===== src/hw/tcm_pkg.sv =====
// tcm subsystem shared types
package tcm_pkg;

    //////////////////////////////////////////////////////////////////////
    // bus widths
    //////////////////////////////////////////////////////////////////////

    // byte address width of the requester port
    localparam int ADDR_W = 32;

    //////////////////////////////////////////////////////////////////////
    // access size codes
    //////////////////////////////////////////////////////////////////////

    // encoding of req_size
    localparam logic [1:0] SIZE_BYTE = 2'd0;
    localparam logic [1:0] SIZE_HALF = 2'd1;
    localparam logic [1:0] SIZE_WORD = 2'd2;
    // 2'd3 is reserved, treated as misaligned

    //////////////////////////////////////////////////////////////////////
    // data word
    //////////////////////////////////////////////////////////////////////

    // one 32-bit data word seen two ways
    // whole word for reads and transport
    // byte lanes for shifting and byte-enabled writes
    typedef union packed {
        logic [31:0]     word;
        logic [3:0][7:0] lane;
    } data_word_t;

endpackage

===== src/hw/soc_gpio.sv =====
// gpio register block
`timescale 1ns/1ns

module soc_gpio #(
    parameter int unsigned GPIO_W = 16
) (
    input  logic                       sub,
    input  logic                       rst,
    input  logic                       valid,
    input  logic                       write,
    input  logic [tcm_pkg::ADDR_W-1:0] addr,
    input  logic [3:0]                 byte_en,
    input  tcm_pkg::data_word_t        wdata,
    output tcm_pkg::data_word_t        rdata,
    input  logic [GPIO_W-1:0]          gpio_in,
    output logic [GPIO_W-1:0]          gpio_out
);

    import tcm_pkg::*;

    data_word_t        out_q;
    // two-flop input synchronizer
    logic [GPIO_W-1:0] sync_1;
    logic [GPIO_W-1:0] sync_2;

    // output register, offset 0
    always_ff @(posedge sub) begin
        if (rst) begin
            out_q <= '0;
        end else if (valid && write && !addr[2]) begin
            for (int i = 0; i < 4; i++) begin
                if (byte_en[i]) begin
                    out_q.lane[i] <= wdata.lane[i];
                end
            end
        end
    end

    assign gpio_out = out_q.word[GPIO_W-1:0];

    always_ff @(posedge sub) begin
        sync_1 <= gpio_in;
        sync_2 <= sync_1;
    end

    // registered read, zero above GPIO_W
    always_ff @(posedge sub) begin
        if (valid && !write) begin
            rdata.word <= addr[2] ? 32'(sync_2) : 32'(out_q.word[GPIO_W-1:0]);
        end
    end

endmodule


===== config.mk =====
export PLATFORM = sky130hd
export DESIGN_NAME = soc_gpio
export DESIGN_NICKNAME = d
export VERILOG_FILES = /design/src/hw/tcm_pkg.sv /design/src/hw/soc_gpio.sv
export SDC_FILE = /design/constraint.sdc
export NUM_CORES = 1
export LEC_CHECK = 0
export BUFFER_PORTS_ARGS = -buffer_cell sky130_fd_sc_hd__buf_2
export CORE_MARGIN = 2
export CORE_UTILIZATION = 42
export DETAILED_ROUTE_END_ITERATION = 16
export GPL_TIMING_DRIVEN = 0
export PLACE_DENSITY = 0.79
export SYNTH_ARGS = -nofsm -noshare
export SYNTH_HDL_FRONTEND = slang
export SYNTH_SLANG_ARGS = --single-unit

===== constraint.sdc =====
create_clock -name sub -period 2 [get_ports sub]
set_clock_uncertainty 0.05 [all_clocks]
set_input_delay 0.4 -clock sub [delete_from_list [all_inputs] [get_ports sub]]
set_output_delay 0.4 -clock sub [all_outputs]
set_load 0.02 [all_outputs]

* Word-level counts from Yosys, hierarchy flattened
Index checks and enable logic that the tools add are counted.
** Operators by class
- Multiplexer cells :: 1
- Reductions and logical operators :: 7
** Operators with widths (number)
- 16-bit two-way mux :: 1
- 2-bit AND reduction :: 2
- 1-bit logical AND :: 3
- 1-bit zero test :: 2
** Storage, ports and cells
- Flip-flop bits (word level) :: 80
- Input port bits :: 88
- Output and inout bits :: 48
- Logic and storage cells :: 13

* Depth between registers and ports, before layout
- Word-level depth :: 3
- Mapped depth :: 4
- Mapped depth without buffers :: 2

* Worst setup path after synthesis
OpenSTA, ideal clock, no wires.
- Path kind :: input-to-reg
- Start point :: input valid
- End point :: register rdata[0] (netlist bit), enable pin
- Arrival time :: 1164 ps
- Required time :: 1560 ps
- Path slack :: 395 ps
- Cell stages on the path :: 1
- Cell sequence :: nor2b_1
** Between the ends
- Cells in the longest elaborated chain, start to end :: 1
** RTL lines
- from (decl) :: RTL line soc_gpio.sv:9 : input logic valid,
- 1-bit logical AND :: RTL line soc_gpio.sv:48 : if (valid && !write) begin
- to (decl) :: RTL line soc_gpio.sv:14 : output tcm_pkg::data_word_t rdata,
Every way passes these cells.
A chain may end at the register's enable or synchronous reset.

* Worst setup path in the final report
- Start point :: input valid
- End point :: register rdata[13] (netlist bit), enable pin
Same word-level chain as after synthesis.

==> impl_results.md <==
* Outcome: finished clean
* Most common cell after layout, fill and taps aside: buf_2
* DRC errors left at 0
* Global-route usage over all layers at 0.146
* Cell Area, Synth at 0.00218 mm2
* Pre-antenna DRT Iters at 3
* Unique masters post-synth at 11
* Leak Pwr at 0.00131 uW
* Clock buffer depth at 2
* Hold_buf cts at 0
* Fin crit share at 0.683
* Postcts setup bufs at 0
* Rows at 26
* Reg power frac at 0.501
* Final Power at 2800 uW
* Root Driver: clkbuf_8
* Bufs and invs on worst path at 1
* Filler cells at 465
* Setup TNS at 0 ns
* CP Capture Type: register
* Tmin final at 1.37 ns
* Fin. Hold Viols at 0
* DR vias/cell at 4.09
* Die Span Y at 76.1 um
* Drt wl/cell at 12.2 um
* DRT iter0 DRCs at 50
* Layout Cells excl Fill at 325
* Overflow after GRT at 0
* FF-to-FF setup slack at 1.11 ns
* Slew @ Worst Pin at 0.946 ns
* Clk pin slew, worst setup/hold paths at 0.07 ns
* Share of cells above drive strength 1 at 0.467
* Worst path cell trace: buf_2 -> nor2b_2
* Initial antenna violation count at 0
* Number of global-route vias before repair at 1311
* DR vias at 1328
* Comb pwr share at 0.080
* I/O pin count at 136
* CP startpoint kind: primary input
* Int Power at 2230 uW
* Hold endpoint: sync_1[4]$_DFF_P_
* Worst min path class: in2reg
* Inserted Diodes at 0
* Placed insts at 309
* Slew Limit Fails at 0
* Total core area at 0.00507 mm2
* Power Density at 969 mW/mm2
* Number of synthesized register bits at 64
* Peak VDD IR at 0.000450 V
* Sequential share of the synthesized area at 0.660
* CP top delay family: simple AND/OR/NAND/NOR gates
* Skew-Pair Late Insertion Delay at 0.32 ns
* Fin nets at 338
* Clock sinks at 64
* Switching portion of total power at 0.204
* Sw Pwr at 572 uW
* TritonCTS Buffers at 9
* Commonest non-fill, non-tap cells in the layout: 69 x buf_2, 48 x dfxtp_1, 32 x nand2b_1
* Clk network pwr share at 0.419
* Final setup vio count at 0
* Maxcap violations at 0
* Final wirelength at 3950 um
* Routed Antenna Nets at 0
* Worst r2r path cells at 1
* Critical register-to-register path startpoint: out_q[5]$_SDFFE_PP0P_
* Hold Crit Depth at 1
* Critical Path AT at 1.26 ns
* Initial Utilization at 0.430
* Average size of a mapped cell at 14.1 um2
* RSZ-0062 raised after global routing: false
* Highest clock rate at 732 MHz
* Yosys warnings at 0
* First-pass GRT wire length at 6320 um
* Die width at 76.1 um
* Crit Path Class: in2reg
* Max incr delay on CP at 0.76 ns
* CTS H-tree depth at 3
* CTS tree: yes
* Area Overhead vs Synth at 32.3%
* Detailed placer's ending HPWL at 2770 um
* Routability cong. at 0.666
* Cts repair resizes at 0
* Die Area at 0.00579 mm2
* Worst Path Required at 1.89 ns
* Hold Startpoint: gpio_in[4]
* Count of input and output buffers at 69
* Crit-path max FO at 16
* Pin count of the biggest net entering global routing at 17
* Reg2reg end: rdata[5]$_DFFE_PP_
* Slew headroom at 0.367
* Post-Synthesis Cells at 155
* Slowest-stage cell, CP: nor2b_2
-- metal layers --
| layer | track usage | part of all wire |
|---|---|---|
| met3 | 0.0403 | 0.058 |
| met1 | 0.172 | 0.44 |
| met4 | 0.0764 | 0.019 |
| met5 | 0 | 0 |
| met2 | 0.243 | 0.49 |
-- sequential cells by signal, indices dropped and copies added, names as in the netlist --
| signal | flops |
|---|---|
| out_q | 16 |
| rdata | 16 |
| sync_1 | 16 |
| sync_2 | 16 |
-- final cells by class --
cell class,count,area [um2],share of cell area
Clock inverter,3,65.1,0.0225
Timing Repair Buffer,69,345,0.119
Multi-Input combinational cell,83,629,0.218
Buffer,23,173,0.0597
Clock buffer,13,149,0.0515
Sequential cell,64,1440,0.499
Tap cell,70,87.6,0.0303
-- per-stage QoR --
stage	setup WS, ns	utilization	hold slack (ns)	cell area [um2]
6_report	0.634	0.570	0.118	2890
3_5_place_dp	0.308	0.527	0.262	2680
2_1_floorplan	0.395	-	0.260	2240
4_1_cts	0.645	0.570	0.103	2890
3_3_place_gp	-0.218	0.527	0.260	2670
5_1_grt	0.582	0.570	0.106	2890
-- power groups by stage --
stage | registers [uW] | logic, uW | clock network (uW)
floorplan | 1460 | 120 | 0
global placement | 1430 | 222 | 0
CTS | 1400 | 226 | 1200
finish | 1400 | 224 | 1170
global route | 1410 | 243 | 1260
detailed placement | 1430 | 226 | 0
-- kinds of logic (layout without fill, tap and decap cells) --
group,Yosys count,count (layout),share of synthesized area
and+or+nand+nor,35,35,0.104
DFF,64,64,0.660
buffers and inverters,23,108,0.0790
other,1,16,0.00172
muxes,32,32,0.156
-- cell usage after synthesis --
cell      count  area share
and4b_1       2      0.0092
buf_4        17       0.058
buf_6         3       0.015
clkbuf_1      3      0.0052
conb_1        1      0.0017
dfxtp_1      48        0.44
edfxtp_1     16        0.22
mux2_2       16       0.082
mux2i_1      16       0.073
nand2b_1     32       0.092
nor2b_1       1      0.0029
-- how the worst max path moves through the flow --
stage	end	slack, ns	startpoint	cells past startpoint
finish	rdata[13]$_DFFE_PP_	0.63	valid	2
global placement	rdata[10]$_DFFE_PP_	-0.22	valid	2
detailed placement	rdata[9]$_DFFE_PP_	0.31	valid	2
CTS	rdata[12]$_DFFE_PP_	0.64	valid	2
global route	rdata[12]$_DFFE_PP_	0.58	valid	2
floorplan	rdata[0]$_DFFE_PP_	0.40	valid	1
Note: power is estimated with default switching activity, not from simulation.
