`config.mk`:
```
export PLATFORM = sky130hd
export DESIGN_NAME = bus_decoder
export DESIGN_NICKNAME = d
export VERILOG_FILES = /design/src/hw/tcm_pkg.sv /design/src/hw/bus_decoder.sv
export SDC_FILE = /design/constraint.sdc
export NUM_CORES = 1
export LEC_CHECK = 0
export BUFFER_PORTS_ARGS = -buffer_cell sky130_fd_sc_hd__buf_2
export CAP_MARGIN = 10
export CORE_AREA = 2 2 95 97
export CTS_CLUSTER_DIAMETER = 150
export DETAILED_ROUTE_END_ITERATION = 16
export DIE_AREA = 0 0 97 99
export GPL_TIMING_DRIVEN = 0
export HOLD_SLACK_MARGIN = 0.1
export SLEW_MARGIN = 20
export SYNTH_ARGS = -nofsm -noshare
export SYNTH_HDL_FRONTEND = slang
export SYNTH_SLANG_ARGS = --single-unit
```
`constraint.sdc`:
```
create_clock -name sub -period 1.5 [get_ports sub]
set_input_delay 0 -clock sub [delete_from_list [all_inputs] [get_ports sub]]
set_output_delay 0 -clock sub [all_outputs]
set_load 0.02 [all_outputs]
```
`src/hw/tcm_pkg.sv`:
```
// tcm subsystem shared types
package tcm_pkg;

    //////////////////////////////////////////////////////////////////////
    // bus widths
    //////////////////////////////////////////////////////////////////////

    // byte address width of the requester port
    localparam int ADDR_W = 32;

    //////////////////////////////////////////////////////////////////////
    // access size codes
    //////////////////////////////////////////////////////////////////////

    // encoding of req_size
    localparam logic [1:0] SIZE_BYTE = 2'd0;
    localparam logic [1:0] SIZE_HALF = 2'd1;
    localparam logic [1:0] SIZE_WORD = 2'd2;
    // 2'd3 is reserved, treated as misaligned

    //////////////////////////////////////////////////////////////////////
    // data word
    //////////////////////////////////////////////////////////////////////

    // one 32-bit data word seen two ways
    // whole word for reads and transport
    // byte lanes for shifting and byte-enabled writes
    typedef union packed {
        logic [31:0]     word;
        logic [3:0][7:0] lane;
    } data_word_t;

endpackage
```
`src/hw/bus_decoder.sv`:
```
// address decoder and response steering
`timescale 1ns/1ns

module bus_decoder #(
    parameter int unsigned                    MEM_SIZE  = 4096,
    parameter logic [tcm_pkg::ADDR_W-1:0]     GPIO_BASE = 32'h0001_0000
) (
    input  logic                       sub,
    input  logic                       rst,
    // upstream from alignment
    input  logic                       up_valid,
    output logic                       up_ready,
    input  logic                       up_write,
    input  logic [tcm_pkg::ADDR_W-1:0] up_addr,
    input  logic                       up_misaligned,
    input  logic [3:0]                 up_byte_en,
    input  tcm_pkg::data_word_t        up_wdata,
    output logic                       up_rsp_valid,
    output tcm_pkg::data_word_t        up_rsp_rdata,
    output logic                       up_rsp_err,
    // memory
    output logic                       mem_valid,
    input  logic                       mem_ready,
    input  tcm_pkg::data_word_t        mem_rsp_rdata,
    // gpio
    output logic                       gpio_valid,
    input  tcm_pkg::data_word_t        gpio_rsp_rdata,
    // shared request fields
    output logic                       sel_write,
    output logic [tcm_pkg::ADDR_W-1:0] sel_addr,
    output logic [3:0]                 sel_byte_en,
    output tcm_pkg::data_word_t        sel_wdata
);

    import tcm_pkg::*;

    logic hit_mem;
    logic hit_gpio;
    logic bad;
    logic trn;
    // response state
    logic rsp_q;
    logic err_q;
    logic gpio_q;

    //////////////////////////////////////////////////////////////////////
    // decode
    //////////////////////////////////////////////////////////////////////

    assign hit_mem  = up_addr < ADDR_W'(MEM_SIZE);
    // two-word window
    assign hit_gpio = up_addr[ADDR_W-1:3] == GPIO_BASE[ADDR_W-1:3];
    assign bad      = up_misaligned || !(hit_mem || hit_gpio);

    // only the memory stalls, errors also wait for it
    assign up_ready = mem_ready;
    assign trn      = up_valid && up_ready;

    assign mem_valid  = up_valid && hit_mem && !up_misaligned;
    // gpio has no ready, so gate with the shared one
    assign gpio_valid = trn && hit_gpio && !up_misaligned;

    assign sel_write   = up_write;
    assign sel_addr    = up_addr;
    assign sel_byte_en = up_byte_en;
    assign sel_wdata   = up_wdata;

    //////////////////////////////////////////////////////////////////////
    // response
    //////////////////////////////////////////////////////////////////////

    always_ff @(posedge sub) begin
        if (rst) begin
            rsp_q  <= 1'b0;
            err_q  <= 1'b0;
            gpio_q <= 1'b0;
        end else begin
            rsp_q <= trn;
            err_q <= trn && bad;
            if (trn) begin
                gpio_q <= hit_gpio;
            end
        end
    end

    assign up_rsp_valid = rsp_q;
    assign up_rsp_err   = err_q;
    assign up_rsp_rdata = gpio_q ? gpio_rsp_rdata : mem_rsp_rdata;

    // one target at most
    a_one_target: assert property (@(posedge sub) disable iff (rst)
        !(mem_valid && gpio_valid));

endmodule

```
Word level (Yosys, flattened, before mapping) --
Cells that the tools add are included.
Storage, ports and cells: register bits 3, input bits 138, word-level logic and storage cells 16, output and inout bits 106
Operators by class: reductions and logical operators 10, mux-type cells 1, eq/ne operators 1, magnitude comparators 1
Operator list (count):
- 32-bit by 13-bit less-than comparator with 1-bit output, second input constant | 1
- 32-bit two-way mux | 1
- 29-bit by 14-bit == test with 1-bit output, second input constant | 1
- 1-bit logical AND | 6
- 1-bit zero test | 2
- 1-bit logical OR | 2

Longest topological paths before layout --
depth in word-level cells 5, gate-level depth with buffers 4, gate-level depth less buffers 4

Worst setup path after synthesis --
Ideal clock, no wire load.
kind input to output, from input up_addr[14] (netlist bit), to output gpio_valid, path slack 0.073 ns, arrival time 1.427 ns, required time 1.500 ns, stages 4, cell sequence or4_4 > nor4_2 > nand4_1 > nor3_1
Between the ends: longest elaborated chain between the ends 3
RTL lines:
- start, declared | RTL line bus_decoder.sv:14 | input logic [tcm_pkg::ADDR_W-1:0] up_addr,
- 29-bit by 14-bit == test with 1-bit output | RTL line bus_decoder.sv:52 | assign hit_gpio = up_addr[ADDR_W-1:3] == GPIO_BASE[ADDR_W-1:3];
- 1-bit logical AND (2 in a row) | RTL line bus_decoder.sv:61 | assign gpio_valid = trn && hit_gpio && !up_misaligned;
- end, declared | RTL line bus_decoder.sv:26 | output logic gpio_valid,
No other way between the ends.

==> impl_results.md <==
* Hold Crit Class: primary input to register
* Area grow syn2layout at 112%
* Layout cell share with drive strength beyond 1 at 0.935
* Port bufs at just over 200
* Largest net degree at the start of global routing at 11
* CORE AREA at 0.00855 mm^2
* First-pass GRT wire length at around 6600 um
* CTS tree: yes
* DR iter-0 viols at 14
* WS Path Type: register to primary output
* Top cells by area, synth: buf_4 48%, mux2_2 33%, dfxtp_1 5.4%
* Leakage Power at about 0.0014 uW
* CTS buffer count at 3
* FP Rows at 34
* Num ports at 244
* Final setup viols at 0
* Vias in the first global route at roughly 1400
* Synth area leader: buf_4
* FF+latch count, synth at 3
* Reg-to-Reg Start: gpio_q
* Pwr/cell area at ~410 mW/mm^2
* Grt total ovfl at 0
* Ys async rst share at 0
* Worst-margin pin slew at about 0.47 ns
* Met1 wire length at 1760 um
* Post-Synthesis Mean Instance Area at roughly 8.5 um^2
* Setup slack after layout at around 0.12 ns
* Synth Cell Area at 0.00110 mm^2
* Synth top cells by count: 70 x buf_4, 32 x mux2_2, 4 x clkbuf_1, 4 x nor4_1
* WL/cell at 10.4 um
* Unique masters post-synth at 17
* Met2 wire len at approximately 2500 um
* Max-Cap Viols at 0
* Post-synth EDFFs at 0
* Clock buffer depth at 2
* Setup TNS at 0 ns
* Max Transition Viols Final at 0
* Global placement routability congestion at between 0.6 and 0.7
* Syn nets at 268
* CP startpoint: gpio_q
* Detailed Route WL at about 4600 um
* Tmin final at roughly 1.4 ns
* Top Layer Used: met4
* Top FF cell, synth: dfxtp_1
* Metal3 WL at between 300 and 400 um
* Post-route ant nets at 0
* Layout Nets at between 400 and 500
* Final hold viol count at 0
* Syn Inst Count at between 100 and 150
* DR pass1 iterations at 2
* Status: finished clean
* Ant diodes at 0
* Worst-path clk slew at ~0.03 ns
* Vias at around 1600
* Final worst-path cycle share at 0.919
* Initial core utilization at 0.129
* Fraction of post-synthesis cell area in the top cell type by area at 0.476
* Antenna violations before repair at 0
* DP Wirelength at around 4300 um
* Slew margin rel. at 0.684
* Count leader, synth: buf_4
* Htree depth at 1
* F_max at around 730 MHz
* Die area at around 0.0096 mm^2
* Unrepaired setup endpoints after global routing: no
* Sequential area share after synthesis at 0.0544
* Peak VDD IR at around 0.13 mV
* Die width at 97 um
* Clock Sinks at 3
* YS warnings at 0
* Worst EP arrival at roughly 1.4 ns
* Total GRT Usage at 0.0816
* Worst-Skew Late Latency at around 0.21 ns
* Crit. End Element: primary output
* Via/cell ratio at about 3.5
* Critical Path RT at approximately 1.5 ns
* Final Skew at 0 ns
* Post-Place Worst Slack at -0.198 ns
* CP Max Fanout at 10
* Die height at 99 um
* Final routed DRC violation total at 0
* Worst Min Path Start: up_misaligned
* Worst setup SP type: register
* Clk root buf: clkbuf_8
metal layers:
layer / vias up / track usage
met5: - / 0
met4: 0 / 0.00975
met3: 2 / 0.0170
met2: 95 / 0.150
met1: 683 / 0.101
li1: 794 / -
where the power goes:
part | switching, uW | internal [uW] | total (uW)
Clock | 50.8 | 181 | 232
Combinational | 323 | 335 | 658
Sequential | 0.422 | 82.5 | 82.9
per-stage QoR:
stage | total power [uW] | utilization | area [um^2] | hold slack, ns | instances
2_1_floorplan | 474 | - | 1100 | 0.0840 | 130
3_3_place_gp | 738 | 0.264 | 2260 | 0.218 | 441
3_5_place_dp | 743 | 0.264 | 2260 | 0.218 | 441
4_1_cts | 987 | 0.273 | 2340 | 0.151 | 446
5_1_grt | 1030 | 0.274 | 2340 | 0.156 | 446
6_report | 973 | 0.274 | 2340 | 0.133 | 446
layout make-up:
class,count,area [um^2]
fill,924,6210
tap,108,135
sequential,3,61.3
multi-input combinational,53,522
clock buffer,4,45.0
timing repair buffer,205,1030
buffer,73,548
cell usage in the layout (no fill, tap or decap):
| cell | count |
|---|---|
| or4_4 | 1 |
| nor4_1 | 4 |
| and4_1 | 2 |
| nor4_4 | 1 |
| nand3_1 | 1 |
| nand4_1 | 1 |
| buf_4 | 71 |
| buf_2 | 203 |
| nand3b_1 | 1 |
| clkbuf_8 | 3 |
| clkbuf_4 | 3 |
| o211a_1 | 1 |
| nand2b_1 | 1 |
| nand2_1 | 1 |
| dfxtp_2 | 1 |
| clkbuf_1 | 1 |
| nor2_1 | 3 |
| mux2_2 | 32 |
| dfxtp_1 | 2 |
| o31ai_4 | 1 |
| dlygate4sd3_1 | 1 |
| nor3_1 | 3 |
state kept, by name, summed over array words and instances (netlist names):
signal        flops
up_rsp_err        1
up_rsp_valid      1
gpio_q            1
cell families after synthesis:
logic type | count (synthesis) | share of synthesized area
AND/OR/NAND/NOR | 19 | 0.110
multiplexers | 32 | 0.326
AO/OA/AOI/OAI | 2 | 0.0204
buffers and inverters | 74 | 0.489
flip-flops | 3 | 0.0544
critical path, stage by stage, from the launching register on:
cell and delay [ns]:
dfxtp_2 0.39, clkbuf_4 0.24, mux2_2 0.37, buf_2 0.16
path summary, 6_finish.rpt:
path         cells past startpoint  slack, ns          endpoint
max                              3       0.12  up_rsp_rdata[12]
min                              2       0.13        up_rsp_err
max reg2reg                      3       0.53            gpio_q
min reg2reg                      3       0.85            gpio_q
timing repair:
| item | CTS | global route |
|---|---|---|
| gates resized for setup | 8 | 1 |
| hold endpoints to repair | 2 | 0 |
| gates cloned | 0 | 0 |
| setup endpoints to repair | 31 | 3 |
| pin swaps | 1 | 3 |
| hold buffers | 1 | 0 |
| setup buffers | 1 | 0 |
Power figures use the tool's default switching activity.
