$ cat config.mk
export PLATFORM = sky130hd
export DESIGN_NAME = lsu_align
export DESIGN_NICKNAME = d
export VERILOG_FILES = /design/src/hw/tcm_pkg.sv /design/src/hw/lsu_align.sv
export SDC_FILE = /design/constraint.sdc
export NUM_CORES = 1
export LEC_CHECK = 0
export ABC_CLOCK_PERIOD_IN_PS = 3300
export BUFFER_PORTS_ARGS = -buffer_cell sky130_fd_sc_hd__buf_4
export CAP_MARGIN = 20
export CORE_AREA = 2 2 82 84
export CTS_BUF_LIST = sky130_fd_sc_hd__clkbuf_16
export CTS_CLUSTER_DIAMETER = 30
export DETAILED_ROUTE_END_ITERATION = 6
export DIE_AREA = 0 0 84 86
export PLACE_DENSITY = 0.73
export REMOVE_ABC_BUFFERS = 1
export SLEW_MARGIN = 15
export SYNTH_ARGS = -nofsm -noshare
export SYNTH_HDL_FRONTEND = slang
export SYNTH_SLANG_ARGS = --single-unit
$ cat constraint.sdc
create_clock -name sub -period 3.3 [get_ports sub]
set_input_delay 0.495 -clock sub [delete_from_list [all_inputs] [get_ports sub]]
set_output_delay 0.495 -clock sub [all_outputs]
set_load 0.01 [all_outputs]
$ cat src/hw/tcm_pkg.sv
// tcm subsystem shared types
package tcm_pkg;

    //////////////////////////////////////////////////////////////////////
    // bus widths
    //////////////////////////////////////////////////////////////////////

    // byte address width of the requester port
    localparam int ADDR_W = 32;

    //////////////////////////////////////////////////////////////////////
    // access size codes
    //////////////////////////////////////////////////////////////////////

    // encoding of req_size
    localparam logic [1:0] SIZE_BYTE = 2'd0;
    localparam logic [1:0] SIZE_HALF = 2'd1;
    localparam logic [1:0] SIZE_WORD = 2'd2;
    // 2'd3 is reserved, treated as misaligned

    //////////////////////////////////////////////////////////////////////
    // data word
    //////////////////////////////////////////////////////////////////////

    // one 32-bit data word seen two ways
    // whole word for reads and transport
    // byte lanes for shifting and byte-enabled writes
    typedef union packed {
        logic [31:0]     word;
        logic [3:0][7:0] lane;
    } data_word_t;

endpackage
$ cat src/hw/lsu_align.sv
// load/store alignment
`timescale 1ns/1ns

module lsu_align (
    input  logic                       sub,
    input  logic                       rst,
    // requester channel
    input  logic                       req_valid,
    output logic                       req_ready,
    input  logic                       req_write,
    input  logic [tcm_pkg::ADDR_W-1:0] req_addr,
    input  logic [1:0]                 req_size,
    input  logic                       req_signed,
    input  tcm_pkg::data_word_t        req_wdata,
    output logic                       rsp_valid,
    output tcm_pkg::data_word_t        rsp_rdata,
    output logic                       rsp_err,
    // downstream to the decoder
    output logic                       dn_valid,
    input  logic                       dn_ready,
    output logic                       dn_write,
    output logic [tcm_pkg::ADDR_W-1:0] dn_addr,
    output logic                       dn_misaligned,
    output logic [3:0]                 dn_byte_en,
    output tcm_pkg::data_word_t        dn_wdata,
    input  logic                       dn_rsp_valid,
    input  tcm_pkg::data_word_t        dn_rsp_rdata,
    input  logic                       dn_rsp_err
);

    import tcm_pkg::*;

    logic       trn;
    logic [1:0] off;
    // access attributes kept for the response cycle
    logic [1:0] size_q;
    logic [1:0] off_q;
    logic       sign_q;
    // addressed lanes of the returned word
    logic [7:0]  ld_byte;
    logic [15:0] ld_half;

    assign trn = req_valid && req_ready;
    assign off = req_addr[1:0];

    //////////////////////////////////////////////////////////////////////
    // request path, combinational
    //////////////////////////////////////////////////////////////////////

    // handshake passes straight through
    assign dn_valid  = req_valid;
    assign req_ready = dn_ready;
    assign dn_write  = req_write;
    // word address only, lanes carry the offset
    assign dn_addr   = {req_addr[ADDR_W-1:2], 2'b00};

    // alignment check and byte enables
    always_comb begin
        case (req_size)
            SIZE_BYTE: begin
                dn_misaligned = 1'b0;
                dn_byte_en    = 4'b0001 << off;
            end
            SIZE_HALF: begin
                dn_misaligned = off[0];
                dn_byte_en    = 4'b0011 << off;
            end
            SIZE_WORD: begin
                dn_misaligned = |off;
                dn_byte_en    = 4'b1111;
            end
            default: begin
                // reserved size, reject
                dn_misaligned = 1'b1;
                dn_byte_en    = 4'b0000;
            end
        endcase
    end

    // move low lanes up to the addressed offset
    always_comb begin
        dn_wdata = '0;
        for (int i = 0; i < 4; i++) begin
            if (i >= int'(off)) begin
                dn_wdata.lane[i] = req_wdata.lane[i - int'(off)];
            end
        end
    end

    //////////////////////////////////////////////////////////////////////
    // response path
    //////////////////////////////////////////////////////////////////////

    // capture at the transfer
    always_ff @(posedge sub) begin
        if (trn) begin
            size_q <= req_size;
            off_q  <= off;
            sign_q <= req_signed;
        end
    end

    assign ld_byte = dn_rsp_rdata.lane[off_q];
    // half offset is 0 or 2 on error-free loads
    assign ld_half = {dn_rsp_rdata.lane[off_q | 2'd1], dn_rsp_rdata.lane[off_q & 2'd2]};

    // zero or sign extension
    always_comb begin
        case (size_q)
            SIZE_BYTE: rsp_rdata.word = {{24{sign_q & ld_byte[7]}}, ld_byte};
            SIZE_HALF: rsp_rdata.word = {{16{sign_q & ld_half[15]}}, ld_half};
            default:   rsp_rdata.word = dn_rsp_rdata.word;
        endcase
    end

    assign rsp_valid = dn_rsp_valid;
    assign rsp_err   = dn_rsp_err;

    // reserved size code never reaches a transfer
    a_size_legal: assert property (@(posedge sub) disable iff (rst)
        trn |-> req_size != 2'd3);

    // every transfer gets its response on the next edge
    a_rsp_timing: assert property (@(posedge sub) disable iff (rst)
        trn |=> rsp_valid);

endmodule

## Word level (Yosys, flattened, before mapping)

Cells that the tools add are included.

- Register bits: 5
- Input bits: 106
- Output and inout port bits: 106
- Word-level logic and storage cells: 52

- Add/sub/neg operators: 4
- Order comparisons: 10
- Eq/ne operators: 3
- Shifts and indexed selects: 2
- Multiplexer cells: 24
- Bitwise gates (word level): 2
- Reduce and logical (&&, ||, !) cells: 4

Operators with widths:

| operator | count |
|---|---|
| 8-bit two-way mux | 16 |
| 8-bit binary-select mux with 2-bit select | 5 |
| 32-bit one-hot mux with 2 select lines | 1 |
| 3-bit by 4-bit less-than comparator with 1-bit output (second input constant) | 4 |
| 4-bit one-hot mux with 3 select lines | 1 |
| 2-bit by 3-bit less-than comparator with 1-bit output (second input constant) | 3 |
| 1-bit by 2-bit subtractor with 3-bit output (first input constant) | 2 |
| 2-bit by 2-bit subtractor with 3-bit output (first input constant) | 2 |
| 2-bit by 1-bit == test with 1-bit output (second input constant) | 2 |
| 1-bit by 2-bit >= comparator with 1-bit output (first input constant) | 2 |
| 2-bit logical NOT | 2 |
| 1-bit by 2-bit left shift with 4-bit output (first input constant) | 1 |
| 2-bit by 2-bit left shift with 4-bit output (first input constant) | 1 |
| 1-bit one-hot mux with 3 select lines | 1 |
| 1-bit AND | 2 |
| 2-bit == test (second input constant) | 1 |
| 2-bit >= comparator (first input constant) | 1 |
| 2-bit OR reduction | 1 |
| 1-bit logical AND | 1 |

## Logic depth before layout (Yosys ltp)

Gate-level depths: netlist (run 1).

- Depth after elaboration: 5
- Depth in mapped cells: 9
- Depth with buffers taken out: 4

## Worst setup path after synthesis (run 1)

No wires, ideal clock.

- Kind: in2out
- Start point: input port req_addr[0] (netlist bit)
- End point: output port dn_wdata[0] (netlist bit)
- Data arrival time: 2.167 ns
- Data required time: 2.805 ns
- Path slack: 0.638 ns
- Stages on the path: 9
- Path buffers: 5
- Cell sequence: buf_6 buf_6 buf_6 inv_1 ha_1 buf_2 buf_2 mux4_2 and2_1

RTL lines:

| what | RTL line | RTL |
|---|---|---|
| start: declaration | lsu_align.sv:11 | `input logic [tcm_pkg::ADDR_W-1:0] req_addr,` |
| end: declaration | lsu_align.sv:25 | `output tcm_pkg::data_word_t dn_wdata,` |

==> results of run 1 <==
sequential cells by signal, indices dropped and copies added (netlist names):
name,cells
size_q,2
sign_q,1
off_q,2
routing by layer:
| metal | vias to the layer above | wire [um] | GRT usage [%] |
|---|---|---|---|
| li1 | 1102 | - | - |
| met5 | - | 0 | 3.50 |
| met3 | 4 | 1520 | 15.4 |
| met2 | 198 | 3530 | 34.1 |
| met4 | 0 | 54 | 3.67 |
| met1 | 1083 | 2960 | 23.2 |
cell usage after synthesis (all sizes together), types with 3 or more instances:
master / count / area, um2
a21oi: 9 / 45.0
a221o: 6 / 60.1
a22oi: 9 / 72.6
and2: 9 / 56.3
buf: 49 / 367
clkbuf: 9 / 33.8
edfxtp: 5 / 150
ha: 3 / 37.5
inv: 5 / 18.8
mux2i: 21 / 210
mux4: 23 / 518
nand2: 65 / 244
nand2b: 6 / 37.5
nor2: 6 / 30.0
nor2b: 14 / 87.6
o21ai: 8 / 40.0
o22ai: 9 / 56.3
cell usage in the layout (no fill, tap or decap), types with 5 or more instances in the layout:
cell type | Yosys | routed
buf_4 | 41 | 146
nand2_1 | 65 | 65
mux4_2 | 23 | 23
mux2i_1 | 21 | 21
nor2b_1 | 14 | 14
and2_1 | 9 | 9
o22ai_1 | 9 | 9
a21oi_1 | 9 | 9
a22oi_1 | 8 | 8
o21ai_0 | 8 | 8
inv_1 | 5 | 6
nand2b_1 | 6 | 6
a221o_1 | 6 | 6
nor2_1 | 5 | 5
edfxtp_1 | 5 | 5
layout make-up:
class,instances,share of cell area [%]
clock buffer,3,2.48
sequential,5,4.97
clock inverter,1,0.124
inverter,5,0.621
multi-input combinational,199,52.4
timing repair buffer,146,36.3
tap,77,3.19
through the flow:
stage	area [um2]	worst slack (ns)	hold slack, ns	total power, uW
floorplan	1750	0.913	0.594	315
global placement	2940	0.596	0.675	579
detailed placement	2940	0.566	0.676	586
CTS	3020	0.575	0.442	786
global route	3020	0.445	0.439	836
finish	3020	0.582	0.445	780
worst paths after layout:
path,from,end,slack [ns],cells after the start
hold / removal,req_signed,sign_q,0.45,1
setup / recovery,req_addr[1],dn_wdata[6],0.58,6
power breakdown:
part           total, uW  internal, uW  switching, uW
Clock                195           157           38.6
Combinational        495           274            222
Sequential          89.4          75.6           13.8
cell families (layout without fill, tap and decap cells):
group / after synthesis / after routing / synth area share [%]
buf+inv: 63 / 155 / 19.5
fa+ha+maj: 3 / 3 / 1.75
compound gates: 44 / 44 / 13.9
other cells: 1 / 2 / 0.175
simple gates: 105 / 105 / 23.2
flops: 5 / 5 / 6.99
mux: 45 / 45 / 34.4
==> out/results.ini, run 1 <==
[outcome]
outcome=finished clean

[run]
cap_violations=0

[setup_path]
cpMaxStageDelayCell=mux4_2
cp_top_family=buffers and inverters
crit_arrival_ns=2.22
cp_cell_sequence=buf_4 > inv_1 > ha_1 > mux4_2 > and2_1 > buf_4
worstPathMaxFanout=22
worst-path-buf-inv=3
end_kind=output port
required_ns=2.80
timing.critical_path.mode_cell=buf_4
critical_path_class=in2out
cpPeakStageDelay_ns=0.53
startpoint_type=primary input

[timing]
finalSetupTns_ns=0
fmax_ghz=0.368
finalCritPeriodShare_pct=82.3
fin_crit_ns=2.72
setup_viol=0
worst_pin_slew_ns=0.701
hold_viol=0
relSlewSlack_pct=53.3
grt_setup_unrepaired=no
final-max-slew-violation-count=0

[die]
initial_core_util_pct=34.2
placementRows=29
pin_count=212
dieArea_um2=7220
dieHeight_um=86
die_x_um=84
core_area_um2=6280

[drt]
drt-initial-drc-count=84
vias=2387
wl_per_cell_um=18.5
totalWireLength_um=8070
firstDrtPassIters=4
vias_per_cell=5.47
antenna_left=0
drc=0

[synthesis]
avgSynthCellArea_um2=8.08
yosys_warnings=0
async_reset_ff_share_pct=0
syn_area_um2=2150
synthCells=266
ys_seq_area_share_pct=6.99
ys_ff_latch=5
synthFlopType=edfxtp_1
synth-edff-count=5
synth_cell_types=31

[layout]
drive_gt1_share_pct=49.0
antenna_cells=0
stdcell_count=436
nets=469
multi_input_area_um2=1580
fin_util_pct=48.2
layout.area.seq_um2=150
area_growth_pct=40.7
num-fill-cells=601

[worst_hold_path]
hold_class=in2reg

[pwr]
peakVddDrop_mv=0.166
p_per_area_nw_per_um2=258
leakage_uw=0.00153

[grt]
grt_max_degree=46
antenna_found_initial=0
grt_pass1_wl_um=12200
track_usage_pct=21.3
overflow=0
grt_pass1_vias=2333

[place]
place_congestion=0.874
dp_hpwl_um=6510
placedCellCount=432
io_buffers=142

[cts]
cts_buffer_depth=2
clkSinkCount=5
post_cts_buffers=0
cts_hold_buf=0
cts_tree=yes
cts_resized=0
clk_pin_slew_worst_paths_ns=0.03
htree_levels=1
clock-root-buffer=clkbuf_16
cts_made_buffers=3

Power figures use the tool's default switching activity.
==> run 2: changes to the inputs <==
--- a/config.mk
+++ b/config.mk
@@ -5,7 +5,8 @@
 export SDC_FILE = /design/constraint.sdc
 export NUM_CORES = 1
 export LEC_CHECK = 0
-export ABC_CLOCK_PERIOD_IN_PS = 3300
+export ABC_AREA = 1
+export ABC_CLOCK_PERIOD_IN_PS = 2700
 export BUFFER_PORTS_ARGS = -buffer_cell sky130_fd_sc_hd__buf_4
 export CAP_MARGIN = 20
 export CORE_AREA = 2 2 82 84
==> constraint.sdc (replaced) <==
create_clock -name sub -period 2.7 [get_ports sub]
set_input_delay 0.405 -clock sub [delete_from_list [all_inputs] [get_ports sub]]
set_output_delay 0.405 -clock sub [all_outputs]
set_load 0.01 [all_outputs]
==> out/results.ini, run 2 <==
[drt]
wl_met1_um=3200  ; +8.1%
antenna_left=0  ; unchanged
firstDrtPassIters=4  ; unchanged
top_layer=met4
vias=2848  ; +19%
totalWireLength_um=8190  ; +1.5%
wl_per_cell_um=14.4  ; -22%
drc=0  ; unchanged
vias_per_cell=5.02  ; -8.3%
drt-initial-drc-count=106  ; +26%
wl_met3_um=1350  ; -11%
wl_met2_um=3480  ; -1.4%

[worst_hold_path]
whs_endpoint=sign_q
hold_class=in2reg
hp-start=req_signed
min_path_cells=1  ; unchanged

[setup_path]
crit_arrival_ns=1.88  ; -0.34 ns
startpoint_type=flip-flop
worstPathMaxFanout=24  ; +9.1%
required_ns=2.30  ; -0.50 ns
end_kind=output port
critical_path_class=reg2out

[outcome]
outcome=finished clean

[cts]
post_cts_buffers=0  ; unchanged
clock-root-buffer=clkbuf_16
cts_tree=yes
cts_hold_buf=0  ; unchanged
clk_pin_slew_worst_paths_ns=0.03  ; about the same
cts_made_buffers=3  ; unchanged
cts_buffer_depth=2  ; unchanged
cts_resized=0  ; unchanged
htree_levels=1  ; unchanged
clkSinkCount=5  ; unchanged

[synthesis]
yosys_warnings=0  ; unchanged
ys_ff_latch=5  ; unchanged
async_reset_ff_share_pct=0  ; unchanged
yosysTopAreaCell=nand2_1
synthTopCellsByCount=nand2_1 (155), o21ai_0 (53), buf_4 (38)
synthCells=398  ; +50%
syn_area_um2=2200  ; +2.2%
ys_top_cells_by_area=nand2_1 (26%), buf_4 (13%), o21ai_0 (12%)
synth_cell_types=32  ; +3.2%
yosysMostFrequentCell=nand2_1
synth_top_area_share_pct=26.5  ; +2.4 points
synth-edff-count=5  ; unchanged
synthFlopType=edfxtp_1
avgSynthCellArea_um2=5.52  ; -32%
ys_seq_area_share_pct=6.84  ; -0.15 points

[pwr]
leakage_uw=0.00177  ; +16%
p_per_area_nw_per_um2=304  ; +18%
peakVddDrop_mv=0.176  ; +6.0%

[die]
placementRows=29  ; unchanged
core_area_um2=6280  ; unchanged
pin_count=212  ; unchanged
dieArea_um2=7220  ; unchanged
die_x_um=84  ; unchanged
dieHeight_um=86  ; unchanged
initial_core_util_pct=35.0  ; +0.76 points

[layout]
reg_top3=off_q x2, size_q x2, sign_q x1
final_common_cell=nand2_1
antenna_cells=0  ; unchanged
nets=600  ; +28%
mostFrequentLayoutCells=nand2_1 (155), buf_4 (149), o21ai_0 (53), inv_1 (23), nand3_2 (20)
drive_gt1_share_pct=38.4  ; -11 points
area_growth_pct=39.3

[place]
dp_hpwl_um=6640  ; +2.0%
pre_cts_ws_ns=0.507  ; -0.0592 ns
io_buffers=142  ; unchanged
place_congestion=0.892  ; +2.1%

[grt]
antenna_found_initial=0  ; unchanged
overflow=0  ; unchanged
track_usage_pct=21.6  ; +0.32 points
grt_pass1_vias=2731  ; +17%
grt_max_degree=25  ; -46%
grt_pass1_wl_um=12700  ; +4.1%

[timing]
hold_viol=0  ; unchanged
worst_pin_slew_ns=0.612  ; -0.0890 ns
setup_viol=0  ; unchanged
relSlewSlack_pct=59.2  ; +5.9 points
final-max-slew-violation-count=0  ; unchanged
fmax_ghz=0.438
fin_crit_ns=2.28
finalSetupTns_ns=0  ; unchanged
finalCritPeriodShare_pct=84.5
fin_ws_ns=0.419  ; -0.164 ns
grt_setup_unrepaired=no

[run]
cap_violations=0  ; unchanged

-- run 2: cell count changes after synthesis, moves of 16 or more --
cell	previous run	this run
inv_1	5	22
mux2i_1	21	0
mux4_2	23	0
nand2_1	65	155
nand3_1	1	17
nand3_2	0	20
o21ai_0	8	53
-- run 2: critical path, stage by stage, from the launching register on --
cell and delay, ns:
edfxtp_1 0.65, inv_4 0.06, nand2_4 0.10, nor2_1 0.05
nand2_1 0.08, nand2_2 0.07, nand2_4 0.29, nand3_1 0.16
buf_4 0.18
-- run 2: logic make-up after synthesis --
| family | share of synthesized area, % |
|---|---|
| AO/OA/AOI/OAI | 17.5 |
| adder cells (fa/ha/maj) | 1.71 |
| buffers and inverters | 24.7 |
| flip-flops | 6.84 |
| other | 0.171 |
| AND/OR/NAND/NOR | 49.0 |
-- run 2: power by group --
part           total (uW)  internal, uW  switching [uW]  leakage [uW]
Clock                 236           191            44.7     0.0000423
Combinational         592           283             309       0.00168
Sequential            101          92.3            8.94     0.0000469
-- run 2: stage by stage --
step | hold slack, ns | total power (uW) | cell area, um2 | utilization [%] | cells
floorplan | 0.504 | 376 | 1770 | - | 337
global placement | 0.585 | 687 | 2980 | 47.5 | 563
detailed placement | 0.587 | 693 | 2980 | 47.5 | 563
CTS | 0.353 | 937 | 3060 | 48.7 | 567
global route | 0.353 | 1000 | 3060 | 48.7 | 567
finish | 0.358 | 929 | 3060 | 48.7 | 567
-- run 2: final cells by class --
type	instances	area [um2]
tap	77	96.3
multi-input combinational	305	1510
clock inverter	1	3.75
timing repair buffer	149	1120
clock buffer	3	75.1
fill	632	3220
sequential	5	150
inverter	27	109
-- run 2: routing by layer --
layer | up-vias | GRT usage [%]
met2 | 201 | 34.6
li1 | 1414 | -
met1 | 1219 | 22.9
met5 | - | 5.59
met3 | 14 | 14.4
met4 | 0 | 6.60
-- run 2: how the worst max path moves through the flow --
| stage | from | end | slack [ns] | depth (start not counted) |
|---|---|---|---|---|
| final | size_q[1] | rsp_rdata[14] | 0.42 | 8 |
| after global routing | size_q[1] | rsp_rdata[8] | 0.32 | 8 |
| after CTS | size_q[1] | rsp_rdata[14] | 0.44 | 8 |
| after detailed placement | req_addr[1] | dn_wdata[21] | 0.51 | 7 |
| after global placement | req_addr[1] | dn_wdata[21] | 0.53 | 7 |
| after floorplan | req_addr[1] | dn_wdata[16] | 0.60 | 5 |
==> run 3: changes to the inputs <==
--- a/config.mk
+++ b/config.mk
@@ -6,15 +6,14 @@
 export NUM_CORES = 1
 export LEC_CHECK = 0
 export ABC_AREA = 1
-export ABC_CLOCK_PERIOD_IN_PS = 2700
+export ABC_CLOCK_PERIOD_IN_PS = 2000
 export BUFFER_PORTS_ARGS = -buffer_cell sky130_fd_sc_hd__buf_4
 export CAP_MARGIN = 20
-export CORE_AREA = 2 2 82 84
+export CORE_UTILIZATION = 34
 export CTS_BUF_LIST = sky130_fd_sc_hd__clkbuf_16
 export CTS_CLUSTER_DIAMETER = 30
 export DETAILED_ROUTE_END_ITERATION = 6
-export DIE_AREA = 0 0 84 86
-export PLACE_DENSITY = 0.73
+export PLACE_DENSITY = 0.75
 export REMOVE_ABC_BUFFERS = 1
 export SLEW_MARGIN = 15
 export SYNTH_ARGS = -nofsm -noshare
==> constraint.sdc (replaced) <==
create_clock -name sub -period 2 [get_ports sub]
set_input_delay 0.3 -clock sub [delete_from_list [all_inputs] [get_ports sub]]
set_output_delay 0.3 -clock sub [all_outputs]
set_load 0.01 [all_outputs]
==> out/results.ini, run 3 (synthesized netlist as in run 2, its figures left out) <==
[layout]
mostFrequentLayoutCells=buf_4 (162), nand2_1 (155), o21ai_0 (53), inv_1 (22), nand3_2 (20)
reg_top3=off_q x2, size_q x2, sign_q x1
drive_gt1_share_pct=40.7  ; +2.4 points
layout.area.seq_um2=150  ; unchanged
num-fill-cells=603  ; -4.6%
nets=618  ; +3.0%
antenna_cells=0  ; unchanged
final_common_cell=buf_4
area_growth_pct=47.8
multi_input_area_um2=1560  ; +3.7%
stdcell_count=583  ; +2.8%

[pwr]
internal-power_uw=799  ; +41%
p_per_area_nw_per_um2=404  ; +33%
switching_share_pct=39.1  ; +0.12 points
p_seq_share_pct=10.0  ; -0.9 points
leakage_uw=0.00186  ; +5.0%
combPwrFrac_pct=65.6  ; +1.9 points
peakVddDrop_mv=0.233  ; +33%
p_sw_uw=513  ; +42%
clockPowerShare_pct=24.5  ; -0.9 points

[drt]
wl_met1_um=3290  ; +2.9%
drc=0  ; unchanged
firstDrtPassIters=4  ; unchanged
vias=2954  ; +3.7%
drt-initial-drc-count=96  ; -9.4%
totalWireLength_um=8800  ; +7.5%
wl_per_cell_um=15.1  ; +4.5%
vias_per_cell=5.07  ; +0.88%
antenna_left=0  ; unchanged
wl_met2_um=3920  ; +13%
wl_met3_um=1470  ; +8.7%
top_layer=met4

[setup_path]
crit_arrival_ns=1.67  ; -0.21 ns
end_kind=output port
critPathLaunch=size_q[1]
critPathCapture=rsp_rdata[23]
required_ns=1.70  ; -0.60 ns
startpoint_type=flip-flop
worstPathMaxFanout=16  ; -33%
critical_path_class=reg2out

[timing]
fin_crit_ns=1.97
setup_viol=0  ; unchanged
hold_viol=0  ; unchanged
finalCritPeriodShare_pct=98.6
grt_setup_unrepaired=yes
fmax_ghz=0.507
fin_ws_ns=0.0278  ; -0.391 ns
final-max-slew-violation-count=0  ; unchanged

[cts]
cts_buffer_depth=2  ; unchanged
clkSinkCount=5  ; unchanged
htree_levels=1  ; unchanged
cts_made_buffers=3  ; unchanged
clock-root-buffer=clkbuf_16
clk_pin_slew_worst_paths_ns=0.03  ; about the same
cts_tree=yes

[place]
pre_cts_ws_ns=0.144  ; -0.363 ns
placedCellCount=566  ; +0.53%
io_buffers=142  ; unchanged
place_congestion=0.789  ; -12%
dp_hpwl_um=6680  ; +0.59%

[grt]
grt_pass1_vias=2566  ; -6.0%
track_usage_pct=23.7  ; +2.1 points
grt_pass1_wl_um=12000  ; -5.4%
antenna_found_initial=0  ; unchanged
overflow=0  ; unchanged
grt_max_degree=54  ; +120%

[worst_hold_path]
hold_class=in2reg
min_path_cells=1  ; unchanged

[die]
initial_core_util_pct=36.2  ; +1.2 points
die_x_um=82.4  ; -1.9%
core_area_um2=6060  ; -3.4%
placementRows=28  ; -3.4%
dieHeight_um=82.4  ; -4.2%
dieArea_um2=6780  ; -6.1%
pin_count=212  ; unchanged

[run]
cap_violations=0  ; unchanged

[outcome]
outcome=finished clean

==> run 3: per-layer routing <==
layer / up-vias / global-route usage [%]
met3: 12 / 13.7
met1: 1272 / 24.9
li1: 1460 / -
met4: 0 / 7.54
met5: - / 5.00
met2: 210 / 39.2
==> run 3: worst min path at each step <==
stage / startpoint / to / slack [ns]
floorplan: req_addr[0] / off_q[0] / 0.40
global placement: req_signed / sign_q / 0.48
detailed placement: req_signed / sign_q / 0.48
CTS: req_signed / sign_q / 0.25
global route: req_signed / sign_q / 0.24
finish: req_signed / sign_q / 0.25
==> run 3: layout make-up <==
| type | instances | area share (%) |
|---|---|---|
| Inverter | 27 | 3.47 |
| Clock buffer | 3 | 2.31 |
| Timing Repair Buffer | 164 | 38.4 |
| Sequential cell | 5 | 4.63 |
| Tap cell | 75 | 2.89 |
| Clock inverter | 1 | 0.116 |
| Multi-Input combinational cell | 308 | 48.1 |
==> run 3: worst max-delay path, stage by stage, from the launching register on <==
cell      delay [ns]
edfxtp_1        0.43
buf_4           0.18
nor2_4          0.22
nand3_4         0.29
nand3_1         0.19
buf_4           0.13
==> run 3: repair_timing <==
action,in CTS,in global routing
endpoints found under the setup margin,24,25
pin swaps,0,1
cloned,0,3
resized for setup,2,4
hold buffers,0,0
buffers inserted,5,5
==> run 3: power groups by stage <==
stage | Sequential (uW) | Combinational (uW) | Clock (uW)
final | 131 | 860 | 321
after global routing | 132 | 942 | 338
after CTS | 136 | 827 | 327
after detailed placement | 136 | 811 | 0
after global placement | 136 | 801 | 0
after floorplan | 144 | 363 | 0
==> run 3: per-stage QoR <==
step / setup TNS (ns) / util (%) / area (um2) / power, uW / hold WS, ns
4_1_cts: 0 / 52.1 / 3160 / 1290 / 0.246
5_1_grt: -0.124 / 53.6 / 3250 / 1410 / 0.244
3_3_place_gp: 0 / 50.0 / 3030 / 937 / 0.479
2_1_floorplan: 0 / - / 1770 / 507 / 0.399
3_5_place_dp: 0 / 50.0 / 3030 / 948 / 0.481
6_report: 0 / 53.6 / 3250 / 1310 / 0.249
